==> src/design/dot_consts.svh <==
// sizing constants for the bit-serial dot-product engine
// BITS_PER_BANK must be 2**TREE_DEPTH and FIFO_DEPTH a power of two
// ACC_WIDTH is X_WIDTH plus GUARD_BITS
`ifndef DOT_CONSTS_SVH
`define DOT_CONSTS_SVH

`define NUM_BANKS      4    // banks, one sample each per group
`define BITS_PER_BANK  8    // features per chunk
`define TREE_DEPTH     3    // log2 of BITS_PER_BANK
`define X_WIDTH        32   // one x feature
`define GUARD_BITS     4    // fraction bits below the result
`define ACC_WIDTH      36
`define MAX_PLANES     8    // most bit planes per sample
`define FIFO_DEPTH     16   // a-line buffer depth, also producer credits
`define CHUNK_WIDTH    8
`define GROUP_WIDTH    16

`endif

==> src/design/dot_pkg.sv <==
// shared types of the dot-product engine
// a_line_t bank i owns bits i*BITS_PER_BANK and up
`include "dot_consts.svh"

package dot_pkg;

    typedef logic [`NUM_BANKS*`BITS_PER_BANK-1:0]  a_line_t;   // one bit plane, all banks
    typedef logic signed [`X_WIDTH-1:0]            x_word_t;
    typedef logic [`BITS_PER_BANK*`X_WIDTH-1:0]    x_line_t;   // feature j at j*X_WIDTH
    typedef logic signed [`ACC_WIDTH-1:0]          acc_t;
    typedef logic signed [`ACC_WIDTH-`GUARD_BITS-1:0] dot_t;   // acc with guard bits dropped
    typedef logic [$clog2(`MAX_PLANES)-1:0]        plane_idx_t;
    typedef logic [`CHUNK_WIDTH-1:0]               chunk_cnt_t;
    typedef logic [`GROUP_WIDTH-1:0]               group_cnt_t;

    // travels beside the data through tree and accumulator
    typedef struct packed {
        logic       valid;
        plane_idx_t plane;    // 0 is the MSB plane
        logic       first;    // chunk 0 plane 0
        logic       last;     // final chunk, final plane
    } plane_tag_t;

    // run setup, sampled on start
    typedef struct packed {
        group_cnt_t                    num_groups;
        chunk_cnt_t                    num_chunks;   // at least 1
        logic [$clog2(`MAX_PLANES):0]  num_planes;   // 1..MAX_PLANES
    } run_cfg_t;

    typedef enum logic [1:0] {
        SEQ_IDLE,
        SEQ_GROUP,
        SEQ_STREAM,
        SEQ_DONE
    } seq_state_t;

endpackage

==> src/design/dot_sequencer.sv <==
// walks groups, chunks and bit planes, one pop and one x read per cycle
// cfg is taken on start only when idle; num_chunks and num_planes nonzero
// tag is registered to line up with buffer and x memory data
`include "dot_consts.svh"

module dot_sequencer
    import dot_pkg::*;
(
    input  logic       clk,
    input  logic       rst_n,
    input  logic       start,
    input  run_cfg_t   cfg,
    input  logic       fifo_empty,
    output logic       pop,
    output logic       x_rd_en,
    output chunk_cnt_t x_rd_addr,
    output plane_tag_t tag,
    output logic       busy
);

    seq_state_t state;
    run_cfg_t   cfg_q;
    group_cnt_t group;
    chunk_cnt_t chunk;
    plane_idx_t plane;
    logic       last_plane;
    logic       last_chunk;
    logic       last_group;

    assign last_plane = ({1'b0, plane} == cfg_q.num_planes - 1'b1);
    assign last_chunk = (chunk == cfg_q.num_chunks - 1'b1);
    assign last_group = (group == cfg_q.num_groups - 1'b1);

    // stall whenever the buffer runs dry
    assign pop       = (state == SEQ_STREAM) && !fifo_empty;
    assign x_rd_en   = pop;              // x line re-read every plane
    assign x_rd_addr = chunk;
    assign busy      = (state == SEQ_GROUP) || (state == SEQ_STREAM);

    always_ff @(posedge clk)
    begin
        if (start && state == SEQ_IDLE)
            cfg_q <= cfg;
    end

    always_ff @(posedge clk)
    begin
        if (!rst_n)
        begin
            state <= SEQ_IDLE;
            group <= '0;
            chunk <= '0;
            plane <= '0;
            tag   <= '0;
        end
        else
        begin
            // tag of this cycle's pop, seen next cycle with the data
            tag.valid <= pop;
            tag.plane <= plane;
            tag.first <= (chunk == '0) && (plane == '0);
            tag.last  <= last_chunk && last_plane;

            case (state)
                SEQ_IDLE:
                begin
                    if (start)
                        state <= SEQ_GROUP;
                end
                SEQ_GROUP:
                begin
                    group <= '0;
                    chunk <= '0;
                    plane <= '0;
                    state <= (cfg_q.num_groups == '0) ? SEQ_DONE : SEQ_STREAM;
                end
                SEQ_STREAM:
                begin
                    if (pop)
                    begin
                        if (!last_plane)
                            plane <= plane + 1'b1;
                        else
                        begin
                            plane <= '0;
                            if (!last_chunk)
                                chunk <= chunk + 1'b1;
                            else
                            begin
                                chunk <= '0;
                                if (last_group)
                                    state <= SEQ_DONE;
                                else
                                    group <= group + 1'b1;   // next group, no bubble
                            end
                        end
                    end
                end
                SEQ_DONE:
                    state <= SEQ_IDLE;
                default:
                    state <= SEQ_IDLE;
            endcase
        end
    end

    // counters stay inside the configured walk
    a_count_in_range: assert property (@(posedge clk) disable iff (!rst_n)
        (state == SEQ_STREAM) |->
            (({1'b0, plane} < cfg_q.num_planes) && (chunk < cfg_q.num_chunks)))
        else $error("plane or chunk counter outside configured range");

    // zero chunks or planes would never end a group
    a_cfg_legal: assert property (@(posedge clk) disable iff (!rst_n)
        (start && state == SEQ_IDLE) |->
            ((cfg.num_chunks != '0) && (cfg.num_planes != '0)
             && (cfg.num_planes <= `MAX_PLANES)))
        else $error("start with illegal chunk or plane count");

endmodule

==> config.mk <==
export PLATFORM = sky130hd
export DESIGN_NAME = dot_sequencer
export DESIGN_NICKNAME = d
export VERILOG_FILES = /design/src/design/dot_pkg.sv /design/src/design/dot_sequencer.sv
export VERILOG_INCLUDE_DIRS = /design/src /design/src/design
export SDC_FILE = /design/constraint.sdc
export NUM_CORES = 1
export LEC_CHECK = 0
export BUFFER_PORTS_ARGS = -buffer_cell sky130_fd_sc_hd__clkbuf_2
export CORE_MARGIN = 5
export CORE_UTILIZATION = 35
export CTS_CLUSTER_SIZE = 24
export DETAILED_ROUTE_END_ITERATION = 10
export RECOVER_POWER = 100
export SLEW_MARGIN = 20
export SYNTH_ARGS = -nofsm -noshare
export SYNTH_HDL_FRONTEND = slang
export SYNTH_SLANG_ARGS = --single-unit
==> constraint.sdc <==
create_clock -name clk -period 4.6 [get_ports clk]
set_clock_uncertainty 0.1 [all_clocks]
set_input_delay 0.46 -clock clk [delete_from_list [all_inputs] [get_ports clk]]
set_output_delay 0.46 -clock clk [all_outputs]
set_load 0.1 [all_outputs]
==> flow_metrics.py <==
metrics = {
    "floorplan": {
        "start_util_pct": 36.2,
        "die_area_sq_mm": 0.0129,
        "die_y_um": 114,
        "rows": 37,
        "coreArea_sq_mm": 0.0104,
        "io_pins": 49,
        "dieWidth_um": 114,
    },
    "sta": {
        "worst_hold_slack_ns": 0.189,
        "worst_pin_slew_ns": 1.17,
        "min_period_ns": 3.56,
        "layout_setup_ws_ns": 1.04,
        "setup_viol": 0,
        "relSlewSlack_pct": 22.2,
        "period_share_pct": 77.3,
        "rsz0062_at_grt": "no",
        "slew_viol_final": 0,
        "tns_ns": 0,
        "fmax_mhz": 281,
        "hold_viol_final": 0,
    },
    "layout": {
        "area_growth_syn_to_layout_pct": 13.5,
        "drive_gt1_share_pct": 14.7,
        "diodes": 0,
        "nets": 475,
        "fin_cells": 572,
        "fin_util_pct": 41.1,
        "final_common_cell": "dfxtp_1",
        "layout_common_cells": "35 x dfxtp_1, 31 x nand2_1, 29 x nor2_1, 29 x clkbuf_2, 28 x edfxtp_1",
        "fillers": 1066,
    },
    "setup_path": {
        "worst-r2r-cell-count": 10,
        "crit_type": "reg2reg",
        "r2r_start": "cfg_q[12]",
        "crit_required_ns": 4.77,
        "slowest_stage": "nor3b_1",
        "path_cells": "inv_1 > ha_1 > nor3b_1 > and2_0 > nand4b_1 > xor2_1 > o21a_1 > nor3b_1 > or3_2 > mux2i_1",
        "critPathMaxStageDelay_ns": 0.65,
        "setup.worst_path.end_class": "flop",
        "worstPathArrival_ns": 3.72,
        "r2r_setup_slack_ns": 1.04,
        "crit_fanout": 11,
        "crit_top_cell": "nor3b_1",
        "reg2reg_to": "group[8]",
        "startpoint_type": "flop",
    },
    "place": {
        "dp_hpwl_mm": 6.26,
        "io_buffers": 48,
        "place_inst": 556,
        "pre_cts_slack_ns": 1.14,
        "place_congestion": 0.903,
    },
    "power_and_ir_drop": {
        "power_switching_mw": 0.808,
        "combPwrFrac_pct": 34.2,
        "swShare_pct": 38.5,
        "leakagePower_nw": 1.61,
        "p_seq_share_pct": 37.5,
        "powerDensity_mw_per_mm2": 493,
        "p_clk_share_pct": 28.3,
        "p_int_mw": 1.29,
        "peakVddDrop_mv": 0.440,
    },
    "detailed_routing": {
        "drtAntennaViolNets": 0,
        "wire_per_inst_um": 14.6,
        "drc": 0,
        "firstDrtPassIters": 5,
        "postRouteWirelength_mm": 8.34,
        "vias_per_cell": 5.20,
        "vias": 2972,
        "drt_iter0_drc": 163,
    },
    "logic_synthesis": {
        "synth-seq-cells": 63,
        "async_reset_ff_share_pct": 0,
        "syn_avg_cell_area_sq_um": 9.67,
        "synth_area_leaders": "edfxtp_1 22%, dfxtp_1 19%, xor2_1 5.4%, xnor2_1 4.4%, ha_1 4.0%",
        "synth_fp_nets": 432,
        "yosysTopAreaCellShare_pct": 22.4,
        "synth_top_cell_by_area": "edfxtp_1",
        "synth_cell_types": 70,
        "yosysSeqAreaShare_pct": 41.1,
        "synth_warnings": 0,
        "netlist_area_sq_mm": 0.00375,
        "synth_edf_count": 28,
        "synth_top_flop_cell": "dfxtp_1",
        "syn_inst": 388,
    },
    "clock_network": {
        "post-cts-setup-buffer-count": 0,
        "clk_path_buf_depth": 2,
        "cts_made_buffers": 9,
        "cts_sinks": 63,
        "root_buffer": "clkbuf_8",
        "ctsHtreeMaxLevel": 3,
        "cts_tree": "yes",
        "clk_latency_ns": 0.34,
        "path_clk_slew_ns": 0.08,
        "holdBufCountCts": 0,
        "cts.repair.resized": 0,
    },
    "grt": {
        "grt_overflow_total": 0,
        "antenna_found_initial": 0,
        "grt_pass1_wl_mm": 14.0,
        "grt_start_max_net_pins": 25,
        "track_usage_pct": 13.3,
        "grt_pass1_vias": 2921,
    },
    "worst_hold_path": {
        "hp-class": "in2reg",
        "hold_path_startpoint": "cfg[20]",
        "min_to": "cfg_q[20]",
        "min_path_cells": 1,
    },
    "flow_run": {
        "cap_violations": 0,
    },
    "status": {
        "status": "complete, no violations",
    },
}
cell usage after synthesis, drive strengths merged (3+ instances only):
library cell,instances
dfxtp,35
edfxtp,28
nor3b,4
nand3,15
a21oi,12
o21a,3
buf,8
o21ai,8
inv,21
and2,7
nor2b,7
mux2i,11
nand2,31
nor2,29
and3,7
nor3,14
xnor2,19
nand2b,7
or3,5
a31oi,3
nor4,8
o211ai,3
ha,12
xor2,23
or4,5
a31o,5
o2111ai,3
clkbuf,9
or4b,4
nand4,12
per-stage QoR:
stage / cell area, sq um / total power [mW]
floorplan: 3750 / 1.39
global placement: 4060 / 1.52
detailed placement: 4060 / 1.53
CTS: 4300 / 2.14
global route: 4260 / 2.23
finish: 4260 / 2.10
cells by family after synthesis:
group                      after synthesis  share of synthesized area, %
xor gates and xnor gates                42                          9.81
adders and majority gates               12                          4.00
DFF                                     63                          41.1
muxes                                   12                          3.24
buffers and inverters                   38                          5.04
AOI/OAI and AO/OA                       56                          11.5
and+or+nand+nor                        165                          25.4
worst max-delay path by stage:
stage / from / cells after the start / to / slack, ns
finish: cfg_q[12] / 10 / group[8] / 1.04
global route: cfg_q[12] / 10 / state[0] / 0.64
CTS: cfg_q[12] / 10 / group[5] / 1.10
detailed placement: cfg_q[12] / 10 / group[5] / 1.14
global placement: cfg_q[12] / 10 / group[7] / 1.24
floorplan: state[0] / 9 / x_rd_addr[5] / 0.89
metal layers:
metal  part of all wire, %  vias to the layer above  GRT usage, %
met1                    47                     1386          17.9
li1                      -                     1489             -
met4                  0.90                        0          3.13
met3                   7.2                       10          4.03
met5                     0                        -             0
met2                    45                       87          21.1
power by group through the flow:
stage	combinational, mW	sequential, mW	clock, mW
floorplan	0.542	0.847	0
global placement	0.721	0.796	0
detailed placement	0.735	0.798	0
CTS	0.740	0.787	0.608
global route	0.797	0.805	0.631
finish	0.718	0.788	0.593
critical path, delay by kind of cell (launching register included):
kind	cells	cell delay [ns]
AO/OA/AOI/OAI	1	0.20
XOR/XNOR	1	0.19
adder cells (fa/ha/maj)	1	0.34
buffers and inverters	1	0.10
flip-flops	1	0.49
multiplexers	1	0.16
AND/OR/NAND/NOR	5	1.90
state kept, by name, indices dropped and copies added (netlist names):
| register | cells |
|---|---|
| cfg_q | 28 |
| group | 16 |
| plane | 3 |
| state | 2 |
| tag | 6 |
| x_rd_addr | 8 |
cell type report:
class | instances | area [sq um] | area share [%]
multi-input combinational | 287 | 2000 | 47.0
sequential | 63 | 1540 | 36.2
timing repair buffer | 49 | 220 | 5.17
tap | 136 | 170 | 4.00
clock buffer | 10 | 138 | 3.23
clock inverter | 6 | 108 | 2.53
inverter | 21 | 78.8 | 1.85
Note: power is estimated with default switching activity, not from simulation.
