<file path="config.mk">
export PLATFORM = sky130hd
export DESIGN_NAME = bank_accumulator
export DESIGN_NICKNAME = d
export VERILOG_FILES = /design/src/design/dot_pkg.sv /design/src/design/bank_accumulator.sv
export VERILOG_INCLUDE_DIRS = /design/src /design/src/design
export SDC_FILE = /design/constraint.sdc
export NUM_CORES = 1
export LEC_CHECK = 0
export BUFFER_PORTS_ARGS = -buffer_cell sky130_fd_sc_hd__buf_2
export CORE_AREA = 2 2 114 116
export DETAILED_ROUTE_END_ITERATION = 7
export DIE_AREA = 0 0 116 118
export MAX_ROUTING_LAYER = met4
export PLACE_DENSITY = 0.69
export SYNTH_ARGS = -nofsm -noshare
export SYNTH_HDL_FRONTEND = slang
export SYNTH_SLANG_ARGS = --single-unit
</file>
<file path="constraint.sdc">
create_clock -name clk -period 6.55 [get_ports clk]
set_input_delay 0.3275 -clock clk [delete_from_list [all_inputs] [get_ports clk]]
set_output_delay 0.3275 -clock clk [all_outputs]
set_load 0.01 [all_outputs]
</file>
<file path="src/design/dot_consts.svh">
// sizing constants for the bit-serial dot-product engine
// BITS_PER_BANK must be 2**TREE_DEPTH and FIFO_DEPTH a power of two
// ACC_WIDTH is X_WIDTH plus GUARD_BITS
`ifndef DOT_CONSTS_SVH
`define DOT_CONSTS_SVH

`define NUM_BANKS      4    // banks, one sample each per group
`define BITS_PER_BANK  8    // features per chunk
`define TREE_DEPTH     3    // log2 of BITS_PER_BANK
`define X_WIDTH        32   // one x feature
`define GUARD_BITS     4    // fraction bits below the result
`define ACC_WIDTH      36
`define MAX_PLANES     8    // most bit planes per sample
`define FIFO_DEPTH     16   // a-line buffer depth, also producer credits
`define CHUNK_WIDTH    8
`define GROUP_WIDTH    16

`endif

</file>
<file path="src/design/dot_pkg.sv">
// shared types of the dot-product engine
// a_line_t bank i owns bits i*BITS_PER_BANK and up
`include "dot_consts.svh"

package dot_pkg;

    typedef logic [`NUM_BANKS*`BITS_PER_BANK-1:0]  a_line_t;   // one bit plane, all banks
    typedef logic signed [`X_WIDTH-1:0]            x_word_t;
    typedef logic [`BITS_PER_BANK*`X_WIDTH-1:0]    x_line_t;   // feature j at j*X_WIDTH
    typedef logic signed [`ACC_WIDTH-1:0]          acc_t;
    typedef logic signed [`ACC_WIDTH-`GUARD_BITS-1:0] dot_t;   // acc with guard bits dropped
    typedef logic [$clog2(`MAX_PLANES)-1:0]        plane_idx_t;
    typedef logic [`CHUNK_WIDTH-1:0]               chunk_cnt_t;
    typedef logic [`GROUP_WIDTH-1:0]               group_cnt_t;

    // travels beside the data through tree and accumulator
    typedef struct packed {
        logic       valid;
        plane_idx_t plane;    // 0 is the MSB plane
        logic       first;    // chunk 0 plane 0
        logic       last;     // final chunk, final plane
    } plane_tag_t;

    // run setup, sampled on start
    typedef struct packed {
        group_cnt_t                    num_groups;
        chunk_cnt_t                    num_chunks;   // at least 1
        logic [$clog2(`MAX_PLANES):0]  num_planes;   // 1..MAX_PLANES
    } run_cfg_t;

    typedef enum logic [1:0] {
        SEQ_IDLE,
        SEQ_GROUP,
        SEQ_STREAM,
        SEQ_DONE
    } seq_state_t;

endpackage

</file>
<file path="src/design/bank_accumulator.sv">
// per-bank weighting by plane position and dot-product accumulation
// plane k weighs 2^-(k+1), MSB plane first
// shift and add happen in the same cycle as the tree output
`include "dot_consts.svh"

module bank_accumulator
    import dot_pkg::*;
(
    input  logic       clk,
    input  logic       rst_n,
    input  x_word_t    sum,
    input  plane_tag_t tag,
    output dot_t       result,
    output logic       result_valid
);

    acc_t                         sum_ext;
    acc_t                         weighted;
    acc_t                         acc_q;
    acc_t                         acc_next;
    logic [$bits(plane_idx_t):0]  shift_amt;   // 1..MAX_PLANES

    // guard bits below the lsb keep some of the shifted-out fraction
    assign sum_ext   = {sum, {`GUARD_BITS{1'b0}}};
    assign shift_amt = {1'b0, tag.plane} + 1'b1;
    assign weighted  = sum_ext >>> shift_amt;        // arithmetic, keeps sign
    assign acc_next  = tag.first ? weighted : acc_q + weighted;

    always_ff @(posedge clk)
    begin
        if (tag.valid)
            acc_q <= acc_next;
        if (tag.valid && tag.last)
            result <= acc_next[`ACC_WIDTH-1:`GUARD_BITS];   // floor, guard bits dropped
    end

    always_ff @(posedge clk)
    begin
        if (!rst_n)
            result_valid <= 1'b0;
        else
            result_valid <= tag.valid && tag.last;   // one pulse per sample
    end

endmodule

</file>
==> out/summary.txt, run 1 <==
Mean area per synthesized cell -> 9.59 um2
Leading area contributor after synthesis -> edfxtp_1
CP endpoint kind -> flip-flop
Syn_nets -> 710
Yosys cell types -> 71
Global-route wire length before repair -> 23,700 um
Initial core utilization -> 0.489
Synth Flop Type -> edfxtp_1
Worst vdd ir -> 135 uV
Worst-Skew Late Latency -> 0.35 ns
Critical Path RT -> 6.70 ns
# hold bufs at CTS -> 0
Power per Cell Area -> 353 nW/um2
RSZ-0062 raised after global routing -> no
Post-Synthesis Cells -> 633
CTS resizes -> 0
H-Tree Depth -> 3
RD Place Congestion -> 0.977
Fin crit share -> 0.722
IO buf count -> 72
Mapped cell area -> 6070 um2
Total grt overflow -> 0
Slew of the pin with the lowest slew margin -> 0.942 ns
Remaining DRCs -> 0
Status -> complete, no violations
Initial antenna violation count -> 0
Setup CP Type -> in2reg
CP max-delay cell -> ha_1
1st-pass router iterations -> 5
Worst Hold Class -> in2reg
Worst-path fanout max -> 25
Die H -> 118 um
Clock sink count -> 69
IO Count -> 73
Synthesis Warnings -> 0
Reg clk slew, reported paths -> 0.05 ns
Seq/Total Area, Yosys -> 0.340
Final min period -> 4.73 ns
Largest net degree at the start of global routing -> 67
Synthesis-stage register bit count -> 69
Iter 0 DRT Violations -> 357
Root Driver -> clkbuf_16
Wirelength, routed -> 14,400 um
Layout cells sized above 1 -> 0.206
CORE AREA -> 12,400 um2
Setup TNS Final -> 0 ns
Fin. max-slew vios -> 0
Pwr Total -> 0.00238 W
Number of fillers in the final layout -> 1,162
Layout area overhead -> 11.3%
Area of the die -> 13,700 um2
Final hold vios -> 0
Bufs on Longest Clock Path -> 2
DR vias/cell -> 5.84
DRT antenna net count -> 0
CTS tree -> yes
DPL Wire Length -> 11,000 um
Fin nets -> 763
Number of flops mapped to enable cells by yosys -> 68
Diodes inserted -> 0
FFs w/ async S/R, synth -> 0
Top cells by area, synth -> edfxtp_1, ha_1, mux4_2
Max Clk Rate -> 211 MHz
Critical Path, Cell by Cell -> buf_2 > ha_1 > buf_4 > mux2i_1 > mux2_2 > nor2_1 > a21oi_1 > a21oi_1 > ha_1 > nand4_1 > or3_1 > nor3_1 > o31ai_1 > nand2_1 > o21ai_1 > nor3b_1 > o31ai_1
Tot GR Track Use -> 0.227
Final setup vio count -> 0
Relative slew slack -> 0.372
Synth top area share -> 0.336
Detailed-route via count -> 5,033
Vias in the first global route -> 4,626
FP Rows -> 41
Clock skew -> 0.00566 ns
CP max stage delay -> 0.90 ns
Total of max-cap violations -> 0
P_leak -> 2.86 nW
CTS Buf Count -> 9
Arrival time at the worst endpoint -> 4.88 ns
Wire per inst -> 16.7 um
Top-count cell post-synth -> nand2_1
Post-CTS setup buffers -> 0
Startpoint types -> primary input
Die W -> 116 um
Synth top cells by count -> nand2_1, edfxtp_1, a21oi_1, nor2_1, mux2i_1
==> layer usage <==
layer	wire [um]	part of all wire	up-vias	GRT usage
li1	-	-	2487	-
met1	7100	0.49	2353	0.334
met2	6200	0.43	171	0.312
met3	813	0.056	22	0.0355
met4	289	0.020	0	0.0885
met5	0	0	-	-
==> cell usage in the layout (no fill, tap or decap), types with 8 or more instances in the layout <==
cell,n
o21ai_1,36
a31oi_1,12
o21ai_0,10
xnor2_1,20
xor2_1,11
mux4_2,17
nand4_1,8
buf_4,8
o21bai_1,8
ha_1,36
nand2_1,96
nand3_1,12
buf_2,72
mux2i_1,37
mux2_2,11
a21oi_1,47
edfxtp_1,68
clkbuf_16,9
inv_1,10
o211ai_1,8
nor2_1,42
a21o_1,26
==> through the flow <==
step / setup WS [ns] / cells / hold WS (ns) / util / area (um2)
global placement: 1.60 / 847 / 0.562 / 0.524 / 6500
finish: 1.82 / 862 / 0.220 / 0.544 / 6750
floorplan: 2.64 / 633 / 0.440 / - / 6070
detailed placement: 1.59 / 847 / 0.572 / 0.524 / 6500
CTS: 1.95 / 862 / 0.208 / 0.544 / 6750
global route: 1.49 / 862 / 0.221 / 0.544 / 6750
==> logic make-up after synthesis <==
kind of cell               synth area share
buffers and inverters                0.0398
muxes                                 0.145
and+or+nand+nor                       0.147
DFF                                   0.340
adders and majority gates            0.0775
AOI/OAI and AO/OA                     0.204
xor gates and xnor gates             0.0474
==> path summary, 6_finish.rpt <==
path	start	to	slack [ns]	cells past startpoint
setup / recovery	tag[3]	acc_q[31]	1.82	17
hold / removal	tag[0]	result_valid	0.22	2
setup reg to reg	acc_q[0]	result[28]	3.54	11
hold reg to reg	acc_q[0]	acc_q[0]	0.68	2
==> layout make-up <==
cell class                      count  area, um2  share of cell area
Tap cell                          172        215              0.0319
Sequential cell                    69       2060               0.305
Inverter                           11       41.3             0.00611
Multi-Input combinational cell    515       3770               0.558
Timing Repair Buffer               80        420              0.0622
Clock buffer                       11        233              0.0345
Clock inverter                      4       16.3             0.00241
==> critical path, delay by kind of cell <==
| family | cells | cell delay (ns) |
|---|---|---|
| AOI/OAI and AO/OA | 5 | 0.97 |
| adders and majority gates | 2 | 1.44 |
| buffers and inverters | 2 | 0.49 |
| muxes | 2 | 0.47 |
| and+or+nand+nor | 6 | 1.17 |
==> state kept, by name, summed over array words and instances, names as in the netlist <==
register / cells
acc_q: 36
result: 32
result_valid: 1
==> report_power, final <==
part / total, W / switching [W] / internal, W
combinational: 0.00129 / 0.000766 / 0.000523
sequential: 0.000670 / 0.0000305 / 0.000639
clock: 0.000425 / 0.000175 / 0.000249
Power figures use the tool's default switching activity.
==> run 2: changes to the inputs <==
PLACE_DENSITY = 0.71   (was 0.69)
clock period = 4 ns   (was 6.55 ns; I/O delays follow)
==> out/summary.txt, run 2 (synthesis gave the netlist of run 1 again) <==
Total of max-cap violations -> 0
Setup ws final -> 0.166 ns
CP endpoint -> acc_q[32]
Fin. max-slew vios -> 0
CTS tree -> yes
Setup CP Type -> in2reg
1st-pass router iterations -> 5
Bufs on Longest Clock Path -> 2
H-Tree Depth -> 3
Worst slack at placement -> -0.260 ns
Tot GR Track Use -> 0.248
R2R Setup Slk -> 1.04 ns
Largest reg by FF count -> acc_q
FP Rows -> 41
Slew of the pin with the lowest slew margin -> 0.703 ns
Fin nets -> 830
Crit Reg-Reg Startpoint -> acc_q[0]
CTS Buf Count -> 9
Clock sink count -> 69
Reg clk slew, reported paths -> 0.05 ns
Relative slew slack -> 0.531
P_leak -> 3.23 nW
Remaining DRCs -> 0
Final hold vios -> 0
DPL Wire Length -> 12,400 um
DR vias/cell -> 5.75
Die W -> 116 um
Wire per inst -> 17.0 um
Worst vdd ir -> 226 uV
Clock skew -> 0.00648 ns
# hold bufs at CTS -> 0
Worst-path fanout max -> 21
Critical Path RT -> 4.13 ns
Die H -> 118 um
Layout area overhead -> 21.6%
Fin util -> 0.594
Fin crit share -> 0.958
Iter 0 DRT Violations -> 351
Worst-Skew Late Latency -> 0.34 ns
IO Count -> 73
Total grt overflow -> 0
CP endpoint kind -> flip-flop
DRT antenna net count -> 0
Layout cells sized above 1 -> 0.285
Startpoint types -> primary input
Power per Cell Area -> 588 nW/um2
Worst Hold Class -> in2reg
Regs by FF count -> acc_q: 36 flops, result: 32 flops, result_valid: 1 flops
CP Launch Point -> tag[2]
Initial antenna violation count -> 0
Initial core utilization -> 0.489
Most frequent cells in the layout -> nand2_1, buf_2, buf_4, edfxtp_1, a21oi_1
Arrival time at the worst endpoint -> 3.96 ns
Final setup vio count -> 0
Worst Reg-to-Reg Cells -> 12
Detailed-route via count -> 5,347
Max FFs per register -> 36
Max Clk Rate -> 261 MHz
Status -> complete, no violations
Final min period -> 3.83 ns
Reg-to-reg endpoint -> acc_q[32]
RD Place Congestion -> 0.896
Most common cell after layout, fill and taps aside -> nand2_1
Diodes inserted -> 0
CORE AREA -> 12,400 um2
Vias in the first global route -> 5,210
Area of the die -> 13,700 um2
Root Driver -> clkbuf_16
IO buf count -> 72
Global-route wire length before repair -> 25,900 um
Largest net degree at the start of global routing -> 39
Wirelength, routed -> 15,800 um
run 2: cell types whose count changed in the layout (fill, tap and decap cells not counted), moves of 2 or more:
cell | previous run | this run
o21ai_0 | 10 | 8
buf_12 | 0 | 5
buf_4 | 8 | 70
o21ai_1 | 36 | 38
run 2: layout make-up:
cell class,count,area (um2)
fillers,1083,5040
multi-input cells,515,3790
clock inverters,6,53.8
flip-flops and latches,69,2060
repair buffers,147,986
clock buffers,10,229
inverters,11,41.3
well taps,172,215
run 2: layer usage:
metal / GRT usage / wire length (um) / vias to the layer above / share of wire
li1: - / - / 2620 / -
met1: 0.346 / 7430 / 2547 / 0.47
met2: 0.374 / 7270 / 159 / 0.46
met3: 0.0463 / 864 / 21 / 0.055
met4: 0.0625 / 230 / 0 / 0.015
met5: - / 0 / - / 0
run 2: timing repair:
item,CTS,global route
setup endpoints to repair,0,10
setup buffers,0,1
endpoints found under the hold margin,0,0
resized for setup,0,7
run 2: stage by stage:
stage	area, um2	power (W)	hold slack [ns]	instances	TNS (ns)
after global routing	7380	0.00465	0.0939	930	-0.133
after global placement	7060	0.00347	0.445	913	-0.0923
after CTS	7350	0.00432	0.0885	929	0
after detailed placement	7060	0.00353	0.447	913	-1.84
final	7380	0.00434	0.0934	930	0
after floorplan	6070	0.00275	0.312	633	0
run 2: critical path, stage by stage:
cell and delay (ns):
buf_2 0.11, ha_1 0.39, buf_12 0.20, mux2i_1 0.26, mux2i_1 0.16, a221oi_1 0.41
a31oi_1 0.13, ha_1 0.35, nand2b_1 0.13, a21oi_2 0.08, o211ai_1 0.34, a21oi_2 0.16
nor3_2 0.30, nor4_2 0.09, buf_4 0.14, o21a_1 0.17, o31ai_1 0.33
run 2: worst min-delay path by stage:
stage / cells past startpoint / startpoint / endpoint / slack, ns
after floorplan: 0 / tag[5] / acc_q[0] / 0.31
after global placement: 2 / tag[0] / result_valid / 0.44
after detailed placement: 2 / tag[0] / result_valid / 0.45
after CTS: 2 / tag[0] / result_valid / 0.09
after global routing: 2 / tag[0] / result_valid / 0.09
final: 2 / tag[0] / result_valid / 0.09
run 2: power by group:
group          internal (W)  switching [W]
Clock              0.000474       0.000294
Sequential          0.00105      0.0000560
Combinational       0.00112        0.00135
