**src/design/dot_consts.svh**
```systemverilog
// sizing constants for the bit-serial dot-product engine
// BITS_PER_BANK must be 2**TREE_DEPTH and FIFO_DEPTH a power of two
// ACC_WIDTH is X_WIDTH plus GUARD_BITS
`ifndef DOT_CONSTS_SVH
`define DOT_CONSTS_SVH

`define NUM_BANKS      4    // banks, one sample each per group
`define BITS_PER_BANK  8    // features per chunk
`define TREE_DEPTH     3    // log2 of BITS_PER_BANK
`define X_WIDTH        32   // one x feature
`define GUARD_BITS     4    // fraction bits below the result
`define ACC_WIDTH      36
`define MAX_PLANES     8    // most bit planes per sample
`define FIFO_DEPTH     16   // a-line buffer depth, also producer credits
`define CHUNK_WIDTH    8
`define GROUP_WIDTH    16

`endif

```
**src/design/dot_pkg.sv**
```systemverilog
// shared types of the dot-product engine
// a_line_t bank i owns bits i*BITS_PER_BANK and up
`include "dot_consts.svh"

package dot_pkg;

    typedef logic [`NUM_BANKS*`BITS_PER_BANK-1:0]  a_line_t;   // one bit plane, all banks
    typedef logic signed [`X_WIDTH-1:0]            x_word_t;
    typedef logic [`BITS_PER_BANK*`X_WIDTH-1:0]    x_line_t;   // feature j at j*X_WIDTH
    typedef logic signed [`ACC_WIDTH-1:0]          acc_t;
    typedef logic signed [`ACC_WIDTH-`GUARD_BITS-1:0] dot_t;   // acc with guard bits dropped
    typedef logic [$clog2(`MAX_PLANES)-1:0]        plane_idx_t;
    typedef logic [`CHUNK_WIDTH-1:0]               chunk_cnt_t;
    typedef logic [`GROUP_WIDTH-1:0]               group_cnt_t;

    // travels beside the data through tree and accumulator
    typedef struct packed {
        logic       valid;
        plane_idx_t plane;    // 0 is the MSB plane
        logic       first;    // chunk 0 plane 0
        logic       last;     // final chunk, final plane
    } plane_tag_t;

    // run setup, sampled on start
    typedef struct packed {
        group_cnt_t                    num_groups;
        chunk_cnt_t                    num_chunks;   // at least 1
        logic [$clog2(`MAX_PLANES):0]  num_planes;   // 1..MAX_PLANES
    } run_cfg_t;

    typedef enum logic [1:0] {
        SEQ_IDLE,
        SEQ_GROUP,
        SEQ_STREAM,
        SEQ_DONE
    } seq_state_t;

endpackage

```
**src/design/bit_plane_tree.sv**
```systemverilog
// one bank: mask x features by plane bits, pipelined adder tree
// latency TREE_DEPTH+1 cycles, a new line every cycle
// 32-bit sums wrap, x range must keep them in bounds
`include "dot_consts.svh"

module bit_plane_tree
    import dot_pkg::*;
(
    input  logic                      clk,
    input  logic                      rst_n,
    input  logic [`BITS_PER_BANK-1:0] plane_bits,
    input  x_line_t                   x_line,
    input  plane_tag_t                tag_in,
    output x_word_t                   sum,
    output plane_tag_t                tag_out
);

    localparam int LEAVES = `BITS_PER_BANK;
    localparam int NODES  = 2 * LEAVES - 1;

    // heap order, node k sums nodes 2k+1 and 2k+2, leaves at the tail
    x_word_t    node [NODES];
    plane_tag_t tag_pipe [`TREE_DEPTH + 1];   // one per register level

    for (genvar j = 0; j < LEAVES; j++)
    begin : g_leaf
        always_ff @(posedge clk)
        begin
            if (plane_bits[j])
                node[LEAVES - 1 + j] <= x_word_t'(x_line[j*`X_WIDTH +: `X_WIDTH]);
            else
                node[LEAVES - 1 + j] <= '0;   // bit clear, feature drops out
        end
    end

    for (genvar k = 0; k < LEAVES - 1; k++)
    begin : g_node
        always_ff @(posedge clk)
        begin
            node[k] <= node[2*k + 1] + node[2*k + 2];
        end
    end

    always_ff @(posedge clk)
    begin
        if (!rst_n)
        begin
            for (int d = 0; d <= `TREE_DEPTH; d++)
                tag_pipe[d] <= '0;
        end
        else
        begin
            tag_pipe[0] <= tag_in;                  // beside the leaves
            for (int d = 1; d <= `TREE_DEPTH; d++)
                tag_pipe[d] <= tag_pipe[d-1];
        end
    end

    assign sum     = node[0];                       // root
    assign tag_out = tag_pipe[`TREE_DEPTH];

endmodule

```
**config.mk**
```make
export PLATFORM = sky130hd
export DESIGN_NAME = bit_plane_tree
export DESIGN_NICKNAME = d
export VERILOG_FILES = /design/src/design/dot_pkg.sv /design/src/design/bit_plane_tree.sv
export VERILOG_INCLUDE_DIRS = /design/src /design/src/design
export SDC_FILE = /design/constraint.sdc
export NUM_CORES = 1
export LEC_CHECK = 0
export BUFFER_PORTS_ARGS = -buffer_cell sky130_fd_sc_hd__buf_2
export CORE_UTILIZATION = 60
export DETAILED_ROUTE_END_ITERATION = 12
export PLACE_DENSITY = 0.83
export SYNTH_ARGS = -nofsm -noshare
export SYNTH_HDL_FRONTEND = slang
export SYNTH_SLANG_ARGS = --single-unit
```
**constraint.sdc**
```tcl
create_clock -name clk -period 9.1 [get_ports clk]
set_input_delay 0.91 -clock clk [delete_from_list [all_inputs] [get_ports clk]]
set_output_delay 0.91 -clock clk [all_outputs]
set_load 0.1 [all_outputs]
```
==> flow_summary.yaml, run 1 <==
yosys:
  synth-seq-area-share: 0.448
  synth-async-reset-ratio: 0
  number_of_distinct_library_cells_after_synthesis: 67
  syn_nets: 2753
  number_of_flops_mapped_to_enable_cells_by_yosys: 0
  netlist_area_um2: 22500
  avgSynthCellArea_um2: 9.99
  largest_cells_by_area_after_synthesis: "sky130_fd_sc_hd__dfxtp_1 45%, sky130_fd_sc_hd__ha_1 12%, sky130_fd_sc_hd__and2_1 8.0%, sky130_fd_sc_hd__xnor2_1 5.4%, sky130_fd_sc_hd__a21oi_1 3.9%"
  yosysWarningCount: 0
  post-synth-top-count-cell: "sky130_fd_sc_hd__dfxtp_1"
  synth_top_area_cell: "sky130_fd_sc_hd__dfxtp_1"
  synthFlopType: "sky130_fd_sc_hd__dfxtp_1"
  postSynthCellCount: 2257
  synth.top_cell.area_share: 0.448
  total_of_flip_flops_plus_latches_after_synthesis: 504
  synth.top_cells.by_count: "504 x sky130_fd_sc_hd__dfxtp_1, 290 x sky130_fd_sc_hd__and2_1, 217 x sky130_fd_sc_hd__ha_1"
grt:
  gr-max-usage-layer: "met2"
  grt_util_met1: 0.326
  first_global_vias: 16900
  antenna_violations_before_repair: 0
  globalRouteMet3Util: 0.0382
  globalRouteOverflowTotal: 0
  grt_max_degree: 33
  first_pass_grt_wire_length_um: 81500
  grtUsageTotal: 0.264
  groute.layer.met2.usage: 0.462
sta:
  hold_viol: 0
  setup-violations-final: 0
  timing.final.crit_share: 0.397
  rsz0062_at_grt: "false"
  final_period_minus_worst_setup_slack_ps: 3610
  fin_worst_hold_slack_ps: 433
  timing_max_transition_violations_final: 0
  max_slew_headroom: 0.304
  clock.fmax_mhz: 277
  worst_clock_skew_ps: 22.4
  final.setup.tns_ps: 0
  worst_pin_slew_ps: 1020
  setup_ws_ps: 5490
finish:
  antenna-diode-count: 0
  num-nets-final: 3036
  layoutNonFillerInstCount: 3047
  layout-drive-gt1-share: 0.157
  synthToLayoutAreaGrowth_pct: 15.5
power_and_ir_drop:
  power.share.sequential: 0.354
  static-leakage-power_nw: 12.5
  power.share.switching: 0.364
  irDropWorstVdd_mv: 0.176
  power_per_unit_of_standard_cell_area_nw_per_um2: 299
  p_comb_frac: 0.365
  share_clk_of_total_power: 0.281
  intPower_mw: 4.95
  switching_power_mw: 2.83
placed_design:
  dpl.hpwl_um: 38700
  gp_routability_congestion: 0.885
  place_inst: 2957
  io_buffers: 309
  preCtsSetupSlack_ps: 5610
floorplanning:
  core_area_um2: 36800
  initial_cell_density_of_the_core: 0.613
  die_w_um: 196
  die_h_um: 196
  die_area_um2: 38300
  core.rowCount: 70
  num_io_pins: 310
routing:
  dr.pass1.iters: 5
  route.vias.total: 17000
  remaining_drc_errors: 0
  ant_nets: 0
  detail_route.vias_per_cell: 5.57
  drtIter0Drc: 902
  detail_route.wirelength_um: 50900
  avgRoutedWirePerCell_um: 16.7
clock_network:
  cts_hold_buffers: 0
  cts_repair_resize_count: 0
  cts_tree: "built"
  clock_tree.htree_level_count: 2
  tritoncts.num_buffers: 49
  clock_path_buffers: 3
  clock-root-buffer: "sky130_fd_sc_hd__clkbuf_16"
  worst_setup_hold_path_clk_slew_ps: 60
  cts_setup_buffers: 0
  clock_sinks: 504
  clock_insertion_delay_worst_skew_ps: 580
worst_setup_path:
  worstSetupPathType: "register to register"
  arrival_ps: 4070
  worst_setup_path_start_kind: "register"
  critical_path.endpoint_type: "register"
  timing.critical_path.required_ps: 9560
  path_max_fanout: 4
min_path:
  hold_crit_class: "register to register"
job:
  maxCapViolations: 0
status:
  run_status: "finished clean"
## kinds of logic after synthesis
logic type / Yosys count / share of synthesized area
AND/OR/NAND/NOR: 647 / 0.156
AO/OA/AOI/OAI: 559 / 0.164
flip-flops: 504 / 0.448
adder cells (fa/ha/maj): 224 / 0.127
XOR/XNOR: 206 / 0.0801
buffers and inverters: 117 / 0.0250
## metal layers
metal,share of wire,up-vias
met1,0.44,7834
met5,0,-
met2,0.47,598
met4,0.033,0
met3,0.054,125
li1,-,8426
## layout make-up
cell class | instances | area, µm²
Clock buffer | 64 | 1360
Clock inverter | 26 | 413
Fill cell | 2721 | 10800
Inverter | 40 | 150
Multi-Input combinational cell | 1636 | 11900
Sequential cell | 504 | 10100
Tap cell | 468 | 586
Timing Repair Buffer | 309 | 1550
## sequential cells by signal, summed over array words and instances, names as in the netlist
register and cells:
node 480, tag_pipe 24
## final timing paths
path,startpoint,slack (ps),cells past startpoint,to
min,tag_pipe[1][2],430,1,tag_pipe[2][2]
min reg2reg,tag_pipe[1][2],430,1,tag_pipe[2][2]
max,node[1][160],5490,12,node[0][218]
max reg2reg,node[1][160],5490,12,node[0][218]
## worst max-delay path, cell delays in order (launching register included)
cell                       delay, ps
sky130_fd_sc_hd__dfxtp_1         300
sky130_fd_sc_hd__ha_1            230
sky130_fd_sc_hd__fa_1            410
sky130_fd_sc_hd__a21o_1          210
sky130_fd_sc_hd__a21o_1          210
sky130_fd_sc_hd__a211oi_1        440
sky130_fd_sc_hd__o31ai_1         210
sky130_fd_sc_hd__a221o_1         420
sky130_fd_sc_hd__a221o_1         320
sky130_fd_sc_hd__a21oi_1         250
sky130_fd_sc_hd__nor2b_1         110
sky130_fd_sc_hd__a41o_1          260
sky130_fd_sc_hd__xor2_1          140
## cells in the final DEF, fill, tap and decap left out, types with 5 or more instances in the layout
cell type / instances
sky130_fd_sc_hd__o31ai_1: 8
sky130_fd_sc_hd__o211ai_1: 15
sky130_fd_sc_hd__a221o_1: 5
sky130_fd_sc_hd__buf_2: 309
sky130_fd_sc_hd__nor2_1: 98
sky130_fd_sc_hd__or3_1: 9
sky130_fd_sc_hd__xnor2_1: 140
sky130_fd_sc_hd__a21boi_0: 5
sky130_fd_sc_hd__and2_1: 290
sky130_fd_sc_hd__o21ai_0: 86
sky130_fd_sc_hd__nand2b_1: 18
sky130_fd_sc_hd__and4_1: 6
sky130_fd_sc_hd__a211oi_1: 15
sky130_fd_sc_hd__clkinv_2: 8
sky130_fd_sc_hd__ha_1: 217
sky130_fd_sc_hd__nand3_1: 31
sky130_fd_sc_hd__clkbuf_16: 50
sky130_fd_sc_hd__nand2_1: 90
sky130_fd_sc_hd__a21oi_1: 175
sky130_fd_sc_hd__inv_1: 40
sky130_fd_sc_hd__clkbuf_8: 6
sky130_fd_sc_hd__nor2b_1: 23
sky130_fd_sc_hd__a221oi_1: 5
sky130_fd_sc_hd__fa_1: 7
sky130_fd_sc_hd__a21o_1: 112
sky130_fd_sc_hd__nor4_1: 6
sky130_fd_sc_hd__nor3_1: 32
sky130_fd_sc_hd__o2111ai_1: 6
sky130_fd_sc_hd__nand4_1: 18
sky130_fd_sc_hd__and3_1: 19
sky130_fd_sc_hd__bufinv_16: 10
sky130_fd_sc_hd__dfxtp_1: 504
sky130_fd_sc_hd__o21a_1: 28
sky130_fd_sc_hd__xor2_1: 66
sky130_fd_sc_hd__o21bai_1: 27
sky130_fd_sc_hd__a31oi_1: 19
sky130_fd_sc_hd__clkbuf_1: 8
## stage by stage
| step | power, mW | utilization | area, µm² |
|---|---|---|---|
| finish | 7.78 | 0.708 | 26000 |
| global route | 8.19 | 0.708 | 26000 |
| CTS | 7.81 | 0.708 | 26000 |
| detailed placement | 5.60 | 0.659 | 24300 |
| global placement | 5.54 | 0.659 | 24300 |
| floorplan | 5.04 | - | 22500 |
## power groups by stage
stage	clock network, mW	logic (mW)	registers (mW)
final	2.19	2.84	2.75
after global routing	2.32	3.08	2.79
after CTS	2.23	2.82	2.76
after detailed placement	0	2.79	2.81
after global placement	0	2.75	2.79
after floorplan	0	2.30	2.74
No activity file was read; power rests on OpenSTA's default activity.
==> run 2, diff against run 1 <==
CORE_UTILIZATION = 52   (was 60)
PLACE_DENSITY = 0.76   (was 0.83)
clock period = 3.13 ns   (was 9.1 ns; I/O delays follow)
==> run 2 against run 1 <==
  * Sequential share of layout area is 4.2 points lower
  * Worst hold slack worse by 300 ps
  * Total power grew to 2.9 times the previous value
  * Design area increased by 12%
  * Utilization down 1.8 points
  * Wire length is 17% higher
  * Non-clock buffer count rose by 299
  * Via count grew 8.4%
  * Final cell count up 13%
  * Register-to-register slack worse by 5500 ps
  * Critical endpoint is now node[0][156]
  * Largest cell class unchanged
==> flow_summary.yaml, run 2 (synthesized netlist as in run 1, its figures left out) <==
status:
  run_status: "finished clean"
worst_setup_path:
  worst_setup_path_startpoint: "node[1][32]"
  path_max_fanout: 2
  timing.critical_path.required_ps: 3600
  worstSetupPathType: "register to register"
  arrival_ps: 3580
  critical_path.endpoint_type: "register"
  worst_setup_path_start_kind: "register"
  reg2reg_from: "node[1][32]"
routing:
  detail_route.wirelength_um: 59700
  avgRoutedWirePerCell_um: 17.3
  drtIter0Drc: 1068
  detail_route.vias_per_cell: 5.32
  remaining_drc_errors: 0
  route.vias.total: 18400
  dr.pass1.iters: 5
  ant_nets: 0
power_and_ir_drop:
  static-leakage-power_nw: 13.8
  irDropWorstVdd_mv: 0.852
  total_power_after_layout_mw: 23.0
  power_per_unit_of_standard_cell_area_nw_per_um2: 786
sta:
  fin_worst_hold_slack_ps: 132
  hold_viol: 0
  setup-violations-final: 0
  rsz0062_at_grt: "true"
  worst_pin_slew_ps: 631
  clock.fmax_mhz: 321
  setup_ws_ps: 18.9
  timing_max_transition_violations_final: 0
  max_slew_headroom: 0.568
  timing.final.crit_share: 0.994
  worst_clock_skew_ps: 21.2
  final_period_minus_worst_setup_slack_ps: 3110
placed_design:
  io_buffers: 309
  preCtsSetupSlack_ps: -240
  gp_routability_congestion: 0.885
  dpl.hpwl_um: 40700
clock_network:
  worst_setup_hold_path_clk_slew_ps: 60
  clock_path_buffers: 3
  clock_tree.htree_level_count: 2
  cts_tree: "built"
  clock_insertion_delay_worst_skew_ps: 600
  tritoncts.num_buffers: 51
  clock_sinks: 504
  clock-root-buffer: "sky130_fd_sc_hd__clkbuf_16"
min_path:
  worst_hold_startpoint: "rst_n"
  hold_crit_class: "input port to register"
grt:
  first_global_vias: 18800
  first_pass_grt_wire_length_um: 93400
  grt_max_degree: 33
  grtUsageTotal: 0.264
  antenna_violations_before_repair: 2
  globalRouteOverflowTotal: 0
floorplanning:
  initial_cell_density_of_the_core: 0.533
  die_h_um: 210
  die_w_um: 210
  num_io_pins: 310
  die_area_um2: 44200
  core.rowCount: 75
  core_area_um2: 42300
finish:
  final_core_utilization: 0.690
  final_cell_mix: "500 x sky130_fd_sc_hd__dfxtp_1, 309 x sky130_fd_sc_hd__buf_2, 290 x sky130_fd_sc_hd__and2_1, 262 x sky130_fd_sc_hd__dlygate4sd3_1, 215 x sky130_fd_sc_hd__ha_1"
  max_flop_register: "node"
  largestRegisters: "node x480, tag_pipe x24"
  largest_register_ffs: 480
  layout-drive-gt1-share: 0.165
  num-nets-final: 3337
  mostFrequentLayoutCell: "sky130_fd_sc_hd__dfxtp_1"
  synthToLayoutAreaGrowth_pct: 29.6
job:
  maxCapViolations: 0
[run 2: stage by stage]
stage / setup TNS, ps / instance area [µm²] / std cells
CTS: 0 / 29000 / 3453
detailed placement: -618 / 24600 / 3099
global placement: -423 / 24600 / 3099
floorplan: 0 / 22500 / 2257
finish: 0 / 29200 / 3457
global route: -351 / 29200 / 3457
[run 2: worst max-delay path, stage by stage, from the launching register on]
cell	delay, ps
sky130_fd_sc_hd__dfxtp_2	330
sky130_fd_sc_hd__ha_4	160
sky130_fd_sc_hd__fa_2	360
sky130_fd_sc_hd__a211o_1	320
sky130_fd_sc_hd__a2111oi_4	340
sky130_fd_sc_hd__o2111ai_2	180
sky130_fd_sc_hd__a311oi_2	320
sky130_fd_sc_hd__nor3_2	100
sky130_fd_sc_hd__a21o_1	210
sky130_fd_sc_hd__a21oi_4	180
sky130_fd_sc_hd__o21bai_4	80
sky130_fd_sc_hd__a311oi_2	270
sky130_fd_sc_hd__xnor2_1	110
[run 2: metal layers]
metal / vias up / share of wire / global-route usage
met4: 0 / 0.040 / 0.118
li1: 9040 / - / -
met2: 586 / 0.49 / 0.479
met3: 188 / 0.040 / 0.0331
met1: 8593 / 0.43 / 0.311
met5: - / 0 / 0
[run 2: power by group]
group	internal (mW)	switching (mW)	leakage [nW]
Clock	3.69	2.53	0.856
Combinational	3.23	5.48	8.70
Sequential	7.59	0.432	4.22
[run 2: what timing repair did]
item                                   CTS  global route
pin swaps                               10            19
endpoints found under the hold margin  262             0
buffers inserted                         1             3
hold buffers                           262             0
setup endpoints to repair                8            26
gates resized for setup                  8            35
[run 2: layout make-up]
class / instances / area [µm²]
clock buffer: 72 / 1510
sequential: 504 / 10100
clock inverter: 19 / 226
tap: 577 / 722
antenna: 1 / 2.50
inverter: 40 / 150
timing repair buffer: 608 / 4450
fill: 3007 / 13100
multi-input combinational: 1636 / 12100
[run 2: final timing paths]
check                                 endpoint  slack, ps  cells past startpoint
worst max register to register    node[0][156]         20                     12
worst max-delay path              node[0][156]         20                     12
worst min-delay path            tag_pipe[1][1]        130                      2
worst min register to register  tag_pipe[2][0]        440                      1
